`src/common/fsb_pkg.sv`:
```
// ------------------------------
// fsb word side constants
// one fsb word is the unit moved over the adpt_master and adpt_slave ports
// ------------------------------

package fsb_pkg;

  // ------------------------------
  // word geometry
  // ------------------------------

  localparam int FSB_W     = 80;         // bits per fsb word
  localparam int FSB_BYTES = FSB_W / 8;  // keep group size for one slice

endpackage

```
`src/common/axis_stream_pkg.sv`:
```
// ------------------------------
// wide stream side constants
// defaults for the shell facing axi-stream beat, built from whole fsb words
// ------------------------------

package axis_stream_pkg;

  // ------------------------------
  // beat geometry
  // ------------------------------

  // a wide beat always holds a whole number of fsb words, so the width
  // is derived from the word size rather than set on its own
  localparam int FSB_RATIO = 4;  // fsb words per wide beat

  localparam int WIDE_W      = fsb_pkg::FSB_W * FSB_RATIO;  // 320 bit tdata
  localparam int WIDE_KEEP_W = WIDE_W / 8;                  // one keep bit per byte

endpackage

```
`src/design/axis_downsizer.sv`:
```
// ------------------------------
// wide beat to fsb word splitter
// emits kept slices from slice 0 upward, last on the top kept slice
// ------------------------------

`timescale 1ns/100ps

module axis_downsizer #(
  parameter int RATIO = axis_stream_pkg::FSB_RATIO
) (
  input                                 clk_i
  ,input                                arst_n_i
  ,input                                s_valid_i
  ,input  [RATIO*fsb_pkg::FSB_W-1:0]    s_data_i
  ,input  [RATIO*fsb_pkg::FSB_BYTES-1:0] s_keep_i
  ,input                                s_last_i
  ,output                               s_ready_o
  ,output                               fsb_v_o
  ,output [fsb_pkg::FSB_W-1:0]          fsb_data_o
  ,output                               fsb_last_o
  ,input                                fsb_r_i
);

  import fsb_pkg::*;

  localparam int IDX_W = (RATIO > 1) ? $clog2(RATIO) : 1;

  logic                     busy_q;
  logic [IDX_W-1:0]         idx_q, top_idx_q;
  logic [IDX_W-1:0]         top_idx;
  logic [RATIO-1:0]         kept;
  logic [RATIO*FSB_W-1:0]   beat_q;
  logic                     last_q;
  logic                     final_slice, load, word_xfer;

  // ------------------------------
  // keep reduction
  // ------------------------------

  always_comb begin
    top_idx = '0;
    for (int k = 0; k < RATIO; k++) begin
      kept[k] = |s_keep_i[k*FSB_BYTES +: FSB_BYTES];
      if (kept[k]) begin
        top_idx = IDX_W'(k);                     // kept slices are contiguous
      end
    end
  end

  // ------------------------------
  // word sequencing
  // ------------------------------

  assign final_slice = (idx_q == top_idx_q);
  assign word_xfer   = busy_q & fsb_r_i;
  assign s_ready_o   = ~busy_q | (fsb_r_i & final_slice);  // reload with no gap
  assign load        = s_valid_i & s_ready_o;

  always_ff @(posedge clk_i or negedge arst_n_i) begin
    if (!arst_n_i) begin
      busy_q <= 1'b0;
      idx_q  <= '0;
    end else if (load) begin
      busy_q <= 1'b1;
      idx_q  <= '0;
    end else if (word_xfer) begin
      if (final_slice) begin
        busy_q <= 1'b0;
      end else begin
        idx_q <= idx_q + 1'b1;
      end
    end
  end

  always_ff @(posedge clk_i) begin
    if (load) begin
      beat_q    <= s_data_i;
      last_q    <= s_last_i;
      top_idx_q <= top_idx;
    end
  end

  assign fsb_v_o    = busy_q;
  assign fsb_data_o = beat_q[idx_q*FSB_W +: FSB_W];
  assign fsb_last_o = last_q & final_slice;      // only on top kept slice

endmodule

```
`src/design/axis_reg_slice.sv`:
```
// ------------------------------
// axi-stream register slice
// main plus skid register, full rate, input ready taken from a flop
// ------------------------------

`timescale 1ns/100ps

module axis_reg_slice #(
  parameter int DATA_W = axis_stream_pkg::WIDE_W
) (
  input                     clk_i
  ,input                    arst_n_i
  ,input                    s_valid_i
  ,input  [DATA_W-1:0]      s_data_i
  ,input  [DATA_W/8-1:0]    s_keep_i
  ,input                    s_last_i
  ,output                   s_ready_o
  ,output                   m_valid_o
  ,output [DATA_W-1:0]      m_data_o
  ,output [DATA_W/8-1:0]    m_keep_o
  ,output                   m_last_o
  ,input                    m_ready_i
);

  logic                  main_valid_q, skid_valid_q, ready_q;
  logic                  main_valid_nxt, skid_valid_nxt;
  logic                  main_load, in_xfer;
  logic [DATA_W-1:0]     main_data_q, skid_data_q;
  logic [DATA_W/8-1:0]   main_keep_q, skid_keep_q;
  logic                  main_last_q, skid_last_q;

  assign in_xfer   = s_valid_i & ready_q;
  assign main_load = ~main_valid_q | m_ready_i;  // main empty or draining

  always_comb begin
    main_valid_nxt = main_valid_q;
    skid_valid_nxt = skid_valid_q;
    if (main_load) begin
      main_valid_nxt = skid_valid_q | in_xfer;
      skid_valid_nxt = 1'b0;                     // skid moves into main
    end else if (in_xfer) begin
      skid_valid_nxt = 1'b1;                     // main stalled, park beat
    end
  end

  always_ff @(posedge clk_i or negedge arst_n_i) begin
    if (!arst_n_i) begin
      main_valid_q <= 1'b0;
      skid_valid_q <= 1'b0;
      ready_q      <= 1'b0;                      // low for one cycle after reset
    end else begin
      main_valid_q <= main_valid_nxt;
      skid_valid_q <= skid_valid_nxt;
      ready_q      <= ~skid_valid_nxt;           // falls only when both full
    end
  end

  always_ff @(posedge clk_i) begin
    if (main_load) begin
      main_data_q <= skid_valid_q ? skid_data_q : s_data_i;
      main_keep_q <= skid_valid_q ? skid_keep_q : s_keep_i;
      main_last_q <= skid_valid_q ? skid_last_q : s_last_i;
    end
    if (!main_load && in_xfer) begin
      skid_data_q <= s_data_i;
      skid_keep_q <= s_keep_i;
      skid_last_q <= s_last_i;
    end
  end

  assign s_ready_o = ready_q;
  assign m_valid_o = main_valid_q;
  assign m_data_o  = main_data_q;
  assign m_keep_o  = main_keep_q;
  assign m_last_o  = main_last_q;

endmodule

```
`src/design/axis_upsizer.sv`:
```
// ------------------------------
// fsb word to wide beat packer
// fills slices in arrival order, closes on a full beat or on last
// ------------------------------

`timescale 1ns/100ps

module axis_upsizer #(
  parameter int RATIO = axis_stream_pkg::FSB_RATIO
) (
  input                                  clk_i
  ,input                                 arst_n_i
  ,input                                 fsb_v_i
  ,input  [fsb_pkg::FSB_W-1:0]           fsb_data_i
  ,input                                 fsb_last_i
  ,output                                fsb_r_o
  ,output                                m_valid_o
  ,output [RATIO*fsb_pkg::FSB_W-1:0]     m_data_o
  ,output logic [RATIO*fsb_pkg::FSB_BYTES-1:0] m_keep_o
  ,output                                m_last_o
  ,input                                 m_ready_i
);

  import fsb_pkg::*;

  localparam int WIDE_W = RATIO * FSB_W;
  localparam int CNT_W  = $clog2(RATIO + 1);

  logic [CNT_W-1:0]      cnt_q;                  // words held in build_q
  logic                  out_valid_q, rdy_en_q;
  logic [WIDE_W-1:0]     build_q;
  logic                  last_q;
  logic                  word_xfer, close;

  assign fsb_r_o   = rdy_en_q & ~out_valid_q;    // hold off while beat waits
  assign word_xfer = fsb_v_i & fsb_r_o;
  assign close     = word_xfer & (fsb_last_i | (cnt_q == CNT_W'(RATIO - 1)));

  always_ff @(posedge clk_i or negedge arst_n_i) begin
    if (!arst_n_i) begin
      cnt_q       <= '0;
      out_valid_q <= 1'b0;
      rdy_en_q    <= 1'b0;
    end else begin
      rdy_en_q <= 1'b1;
      if (out_valid_q && m_ready_i) begin
        out_valid_q <= 1'b0;
        cnt_q       <= '0;
      end
      if (word_xfer) begin
        cnt_q <= cnt_q + 1'b1;
      end
      if (close) begin
        out_valid_q <= 1'b1;
      end
    end
  end

  // ------------------------------
  // build register
  // ------------------------------

  // the first word of a beat wipes the rest so unfilled slices read as zero
  always_ff @(posedge clk_i) begin
    if (word_xfer) begin
      if (cnt_q == '0) begin
        build_q <= WIDE_W'(fsb_data_i);
      end else begin
        build_q[cnt_q*FSB_W +: FSB_W] <= fsb_data_i;
      end
    end
    if (close) begin
      last_q <= fsb_last_i;
    end
  end

  always_comb begin
    for (int k = 0; k < RATIO; k++) begin
      m_keep_o[k*FSB_BYTES +: FSB_BYTES] = {FSB_BYTES{cnt_q > CNT_W'(k)}};
    end
  end

  assign m_valid_o = out_valid_q;
  assign m_data_o  = build_q;
  assign m_last_o  = last_q;                     // last flag of closing word

endmodule

```
`src/design/s_axis_fsb_adapter.sv`:
```
// ------------------------------
// axi-stream <-> fsb adapter
// tx: wide beat through a register slice, then split into fsb words
// rx: fsb words packed back into wide beats
// ------------------------------

`timescale 1ns/100ps

module s_axis_fsb_adapter #(
  parameter int RATIO = axis_stream_pkg::FSB_RATIO
) (
  input                                      clk_i
  ,input                                     arst_n_i
  ,input                                     s_axis_tvalid_i
  ,input  [axis_stream_pkg::WIDE_W-1:0]      s_axis_tdata_i
  ,input  [axis_stream_pkg::WIDE_KEEP_W-1:0] s_axis_tkeep_i
  ,input                                     s_axis_tlast_i
  ,output                                    s_axis_tready_o
  ,output                                    adpt_master_v_o
  ,output [fsb_pkg::FSB_W-1:0]               adpt_master_data_o
  ,output                                    adpt_master_last_o
  ,input                                     adpt_master_r_i
  ,input                                     adpt_slave_v_i
  ,input  [fsb_pkg::FSB_W-1:0]               adpt_slave_data_i
  ,input                                     adpt_slave_last_i
  ,output                                    adpt_slave_r_o
  ,output                                    m_axis_tvalid_o
  ,output [axis_stream_pkg::WIDE_W-1:0]      m_axis_tdata_o
  ,output [axis_stream_pkg::WIDE_KEEP_W-1:0] m_axis_tkeep_o
  ,output                                    m_axis_tlast_o
  ,input                                     m_axis_tready_i
);

  import fsb_pkg::*;

  localparam int DATA_W = RATIO * FSB_W;

  // slice to downsizer
  logic                 sl_valid, sl_last, sl_ready;
  logic [DATA_W-1:0]    sl_data;
  logic [DATA_W/8-1:0]  sl_keep;

  // ------------------------------
  // transmit path
  // ------------------------------

  axis_reg_slice #(
    .DATA_W(DATA_W)
  ) tx_slice (
    .clk_i    (clk_i          )
    ,.arst_n_i (arst_n_i       )
    ,.s_valid_i(s_axis_tvalid_i)
    ,.s_data_i (s_axis_tdata_i )
    ,.s_keep_i (s_axis_tkeep_i )
    ,.s_last_i (s_axis_tlast_i )
    ,.s_ready_o(s_axis_tready_o)
    ,.m_valid_o(sl_valid       )
    ,.m_data_o (sl_data        )
    ,.m_keep_o (sl_keep        )
    ,.m_last_o (sl_last        )
    ,.m_ready_i(sl_ready       )
  );

  axis_downsizer #(
    .RATIO(RATIO)
  ) tx_down (
    .clk_i      (clk_i             )
    ,.arst_n_i  (arst_n_i          )
    ,.s_valid_i (sl_valid          )
    ,.s_data_i  (sl_data           )
    ,.s_keep_i  (sl_keep           )
    ,.s_last_i  (sl_last           )
    ,.s_ready_o (sl_ready          )
    ,.fsb_v_o   (adpt_master_v_o   )
    ,.fsb_data_o(adpt_master_data_o)
    ,.fsb_last_o(adpt_master_last_o)
    ,.fsb_r_i   (adpt_master_r_i   )
  );

  // ------------------------------
  // receive path
  // ------------------------------

  axis_upsizer #(
    .RATIO(RATIO)
  ) rx_up (
    .clk_i      (clk_i            )
    ,.arst_n_i  (arst_n_i         )
    ,.fsb_v_i   (adpt_slave_v_i   )
    ,.fsb_data_i(adpt_slave_data_i)
    ,.fsb_last_i(adpt_slave_last_i)
    ,.fsb_r_o   (adpt_slave_r_o   )
    ,.m_valid_o (m_axis_tvalid_o  )
    ,.m_data_o  (m_axis_tdata_o   )
    ,.m_keep_o  (m_axis_tkeep_o   )
    ,.m_last_o  (m_axis_tlast_o   )
    ,.m_ready_i (m_axis_tready_i  )
  );

endmodule

```
`config.mk`:
```
export PLATFORM = sky130hd
export DESIGN_NAME = s_axis_fsb_adapter
export DESIGN_NICKNAME = d
export VERILOG_FILES = /design/src/common/fsb_pkg.sv /design/src/common/axis_stream_pkg.sv /design/src/design/axis_downsizer.sv /design/src/design/axis_reg_slice.sv /design/src/design/axis_upsizer.sv /design/src/design/s_axis_fsb_adapter.sv
export SDC_FILE = /design/constraint.sdc
export NUM_CORES = 1
export LEC_CHECK = 0
export BUFFER_PORTS_ARGS = -buffer_cell sky130_fd_sc_hd__buf_2
export CORE_UTILIZATION = 35
export CTS_CLUSTER_SIZE = 30
export DETAILED_ROUTE_END_ITERATION = 10
export MAX_ROUTING_LAYER = met4
export PLACE_DENSITY = 0.53
export SKIP_LAST_GASP = 1
export SLEW_MARGIN = 20
export SYNTH_ARGS = -nofsm -noshare
export SYNTH_HDL_FRONTEND = slang
export SYNTH_SLANG_ARGS = --single-unit
```
`constraint.sdc`:
```
create_clock -name clk_i -period 141.1 [get_ports clk_i]
set_clock_uncertainty 0.05 [all_clocks]
set_input_delay 28.22 -clock clk_i [delete_from_list [all_inputs] [get_ports clk_i]]
set_output_delay 28.22 -clock clk_i [all_outputs]
set_load 0.02 [all_outputs]
```
Yosys cells after proc, flatten, opt, wreduce, memory -nomap -nowiden --
Index checks and enable logic that the tools add are counted. Widths: inputs -> output; s select.
Storage, ports and cells: register bits after elaboration 1377, bits in latches 0, RAM bits 0, ROM bits 0, input bits 448, output and inout port bits 446, logic and storage cells 85, memories 0
Cells by class: $add $sub $neg 3, multiply operators 2, divide/modulo/power cells 0, order comparisons 4, eq/ne operators 3, shift operators 3, muxes and demuxes 19, bitwise gates (word level) 16, reduce and logical (&&, ||, !) cells 14
Operator list (count):
- $bwmux 320 | 1
- $mux 320 | 1
- $shift 80x34->320 const A | 1
- $shiftx 320x10->80 | 1
- $shiftx 80x34->320 | 1
- $mux 80 | 1
- $mux 40 | 1
- $neg 10->34 | 1
- $reduce_or 10->1 | 3
- $reduce_or 20->1 | 1
- $mux 1 | 10
- $and 1x1->1 | 8
- $reduce_bool 2->1 | 4
- $gt 3x1->1 const B | 2
- $gt 3x2->1 const B | 2
- $mul 3x3->6 const B | 1
- $mux 2 | 3
- $mux 3 | 2
- $mul 2x3->5 const B | 1
- $not 1->1 | 4
- $or 1x1->1 | 4
- $reduce_and 2->1 | 2
- $add 3x1->3 const B | 1
- $eq 3x2->1 const B | 1
- other kinds (6) | 7

Depth between registers and ports, before layout --
word-level depth 6, depth in mapped cells 16, gate-level depth less buffers 11

By module --
From an unflattened synthesis, not the netlist that was laid out.
Second synthesis, totals: cells, all modules 3675, area total of the unflattened synthesis 59463.3 um2
By module, submodules not included:
- axis_reg_slice | instances 1, cells an instance 1133, area each 26857.0 um2, sequential area each 21755.9 um2
- axis_upsizer | instances 1, cells an instance 2086, area each 20618.5 um2, sequential area each 9764.4 um2
- axis_downsizer | instances 1, cells an instance 456, area each 11987.7 um2, sequential area each 9774.4 um2

Worst setup path after synthesis --
OpenSTA, ideal clock, no wires.
kind input to register, start input adpt_master_r_i, end register tx_slice.skid_data_q[0] (enable), setup time 12874 ps, arrival 151470 ps, data required time 128176 ps, path slack -23294 ps, stages on the path 3, buffers on the path 0, cells stage by stage nor2b_1 -> o21ai_0 -> nor2_1
On the way: longest elaborated chain between the ends 5
RTL lines:
- start, declared | RTL line s_axis_fsb_adapter.sv:22 | ,input adpt_master_r_i
- $and 1x1->1 | RTL line axis_downsizer.sv:56 | assign s_ready_o = ~busy_q | (fsb_r_i & final_slice);
- $or 1x1->1 | RTL line axis_downsizer.sv:56
- $or 1x1->1 | RTL line axis_reg_slice.sv:33 | assign main_load = ~main_valid_q | m_ready_i;
- named net tx_slice.main_load | RTL line axis_reg_slice.sv:27 | logic main_load, in_xfer;
- $logic_not 1->1 | RTL line axis_reg_slice.sv:64 | if (!main_load && in_xfer) begin
- $logic_and 1x1->1 | RTL line axis_reg_slice.sv:64
- end signal, assigned | RTL line axis_reg_slice.sv:65 | skid_data_q <= s_data_i;
- end, declared | RTL line axis_reg_slice.sv:28 | logic [DATA_W-1:0] main_data_q, skid_data_q;
The timed path passes the listed nets, and every way through them passes these cells. A chain may end at the register's enable or synchronous reset.

Final worst setup path --
start register tx_down.idx_q[1], end output adpt_master_data_o[72] in the netlist's numbering
On the way: longest elaborated chain between the ends 2
RTL lines:
- start, declared | RTL line axis_downsizer.sv:29 | logic [IDX_W-1:0] idx_q, top_idx_q;
- start signal, assigned | RTL line axis_downsizer.sv:70 | idx_q <= idx_q + 1'b1;
- $mul 2x3->5 | RTL line axis_downsizer.sv:84 | assign fsb_data_o = beat_q[idx_q*FSB_W +: FSB_W];
- $shiftx 320x10->80 | RTL line axis_downsizer.sv:84
- end, declared | RTL line s_axis_fsb_adapter.sv:20 | ,output [fsb_pkg::FSB_W-1:0] adpt_master_data_o
Every way passes these cells.

==> qor.csv <==
metric,value,unit
Die ar.,165900,µm²
P_sw,768.0,µW
"EDFF count, synth",1346,
"Period Utilization, post-route",0.2243,
total wire length,197800,µm
status,"complete, no violations",
Startpoint Class,register,
"Hold Vio Cnt, Final",0,
share of layout cells above drive strength 1,0.3924,
slew margin rel.,0.2126,
reg2reg setup slack,134.75,ns
Syn Inst Count,3483,
Async SR Flop Fraction,0.008106,
Synth Register Bits,1357,
TNS Setup,0,ns
CP max stage delay,0.95,ns
Hold Path Class,reg -> reg,
Post-Syn Nets,3942,
gr ovfl total,0,
area share of the largest cell type after synthesis,0.7030,
vias per cell,5.453,
vias in the first global route,35660,
Resize count post-CTS,0,
DP Wirelength,140900,µm
synth top area cells,"edfxtp_1, mux2_2, mux4_2, mux2i_1, nor2_1",
Core Footprint,163000,µm²
P_int,1.057,mW
Clk pwr share,0.211,
fin crit period,31.65,ns
Worst path top cell family by delay,buffers and inverters,
Starting Density,0.3528,
CTS clock-pin slew for the worst setup and hold paths,0.06,ns
gr usage total,0.2400,
WP data arrival,3.38,ns
# hold bufs at CTS,0,
Area Overhead vs Synth,20.00,%
top post-synthesis cells by count,"edfxtp_1, mux2_2, nor2_1",
die height,407.3,µm
# rows,148,
largest net degree at the start of global routing,170,
CTS sink cnt,1357,
vias after detailed routing,36250,
Finished Core Util,0.4234,
"Cell Area, Synth",57500,µm²
CTS H-tree lvls,4,
CTS tree,done,
dpl cells,6316,
net switching fraction of the power,0.4208,
"Cell Area, Placed",64020,µm²
Sequential Power Share,0.345,
Worst-Margin Slew,1.177,ns
Final nets,4751,
final setup violation count,0,
PD cells,26.45,nW/µm²
Max Transition Viols Final,0,
Comb pwr share,0.445,
most common cell in the synthesized netlist,edfxtp_1,
CTS root buf,clkbuf_16,
"area leader, netlist",edfxtp_1,
syn_area_per_cell,16.51,µm²
WHS,0.3562,ns
Max Clk Rate,31.59,MHz
part of the Yosys area used for sequential elements,0.7078,
initial antenna violation count,105,
Crit Path Max Fanout,44,
"Slowest-stage cell, CP",dfrtp_4,
CP required,112.83,ns
commonest register cell after synthesis,edfxtp_1,
IO Pins,894,
gpl congestion,0.9820,
clk_lat worst skew,0.80,ns
WS Path Type,reg -> out,
CTS Buffer Depth,3,
Num CTS Buffers,149,
WL per Instance,29.75,µm
Die Width,407.3,µm
max cap viols,0,
design area,69000,µm²
final cell count without fillers,6649,
Critical Path Sink Type,primary output,
Post-CTS Repair Setup Buffers,0,
CP bufs+invs,2,
initial drt markers,3672,
RSZ-0062 raised after global routing,no,
first-pass GRT wire length,274300,µm
Routed Antenna Nets,0,
Leak,24.15,nW
PortBufs,883,
synthesis warning total,0,
post-synth cell types,81,
number of remaining DRC errors,0,
VDD IR-drop max,0.00002607,V
cells along the critical path,"buf_4, mux4_2, buf_2",
DRT Pass-1 Iters,6,
## cells by family after synthesis
kind of cell	after synthesis	share of synthesized area
DFF	1357	0.7078
muxes	623	0.1409
AOI/OAI and AO/OA	599	0.07656
and+or+nand+nor	580	0.04631
buffers and inverters	306	0.02496
adders and majority gates	11	0.002394
xor gates and xnor gates	6	0.001045
other	1	0.00006522
## layer usage
layer	routed length, µm	share of wire	global-route usage
met1	74430	0.38	0.2751
met4	10760	0.054	0.1134
met2	91680	0.46	0.3726
met3	20950	0.11	0.08783
met5	0	0	-
## stage by stage
stage / setup WS, ns / power [mW]
5_1_grt: 109.25 / 1.902
6_report: 109.45 / 1.825
3_3_place_gp: 108.55 / 1.433
4_1_cts: 109.26 / 1.830
2_1_floorplan: 25.28 / 1.218
3_5_place_dp: 108.52 / 1.441
## flip-flops by register name, indices dropped and copies added, names as in the netlist
register               count
rx_up.cnt_q                3
rx_up.m_data_o           320
rx_up.m_last_o             1
rx_up.m_valid_o            1
rx_up.rdy_en_q             1
tx_down.beat_q           320
tx_down.fsb_v_o            1
tx_down.idx_q              2
tx_down.last_q             1
tx_down.top_idx_q          2
tx_slice.m_data_o        320
tx_slice.m_keep_o         30
tx_slice.m_last_o          1
tx_slice.m_valid_o         1
tx_slice.s_ready_o         1
tx_slice.skid_data_q     320
tx_slice.skid_keep_q      30
tx_slice.skid_last_q       1
tx_slice.skid_valid_q      1
## worst register-to-register path, delay by kind of cell, from the launching register on
| kind | cells | cell delay (ns) |
|---|---|---|
| AO/OA/AOI/OAI | 2 | 1.16 |
| adder cells (fa/ha/maj) | 2 | 1.29 |
| flip-flops | 1 | 0.56 |
| AND/OR/NAND/NOR | 5 | 2.91 |
## cells in the final DEF, fill, tap and decap left out, types with 10 or more instances in the layout
| cell | Yosys | layout |
|---|---|---|
| a22oi_1 | 40 | 40 |
| o2111ai_1 | 10 | 10 |
| o31ai_1 | 14 | 14 |
| a32oi_1 | 34 | 33 |
| mux4_2 | 109 | 109 |
| nor2b_1 | 21 | 20 |
| clkinv_1 | 1 | 35 |
| clkbuf_1 | 158 | 34 |
| mux2_2 | 402 | 402 |
| a221o_1 | 10 | 10 |
| nand4_1 | 24 | 24 |
| a22o_1 | 69 | 69 |
| mux2i_1 | 112 | 111 |
| nand3_1 | 82 | 82 |
| edfxtp_1 | 1346 | 1346 |
| o21ai_0 | 93 | 91 |
| clkbuf_16 | 0 | 149 |
| nand2_1 | 166 | 166 |
| bufinv_16 | 0 | 10 |
| ha_1 | 11 | 10 |
| a211oi_1 | 65 | 63 |
| a21oi_1 | 92 | 91 |
| and2_1 | 11 | 11 |
| o2bb2ai_1 | 13 | 13 |
| o221ai_1 | 13 | 13 |
| inv_1 | 14 | 13 |
| diode_2 | 0 | 63 |
| buf_4 | 47 | 62 |
| clkinv_2 | 0 | 20 |
| buf_2 | 40 | 883 |
| o22ai_1 | 56 | 56 |
| nor3_1 | 48 | 46 |
| nor2_1 | 181 | 178 |
| a31oi_1 | 18 | 15 |
## path summary, 6_finish.rpt
check,startpoint,endpoint,cells after the start
setup / recovery,tx_down.idx_q[1],adpt_master_data_o[72],3
hold / removal,tx_slice.m_data_o[161],tx_down.beat_q[161],0
setup reg to reg,rx_up.cnt_q[0],rx_up.m_data_o[75],9
hold reg to reg,tx_slice.m_data_o[161],tx_down.beat_q[161],0
max in group asynchronous,arst_n_i,rx_up.cnt_q[0],1
min in group asynchronous,arst_n_i,tx_slice.s_ready_o,1
## power by group through the flow
stage	clock network [mW]	registers [mW]	logic [mW]
final	0.384	0.629	0.811
after floorplan	0	0.704	0.514
after global routing	0.408	0.638	0.855
after global placement	0	0.635	0.798
after detailed placement	0	0.638	0.803
after CTS	0.394	0.630	0.806
## area by class of cell
cell class / count / area, µm²
antenna: 63 / 157.7
clock buffer: 183 / 3856
clock inverter: 87 / 939.7
fill: 14940 / 93960
inverter: 15 / 66.31
multi-input combinational: 1820 / 15600
sequential: 1357 / 40710
tap: 2175 / 2721
timing repair buffer: 949 / 4947
No activity file was read; power rests on OpenSTA's default activity.
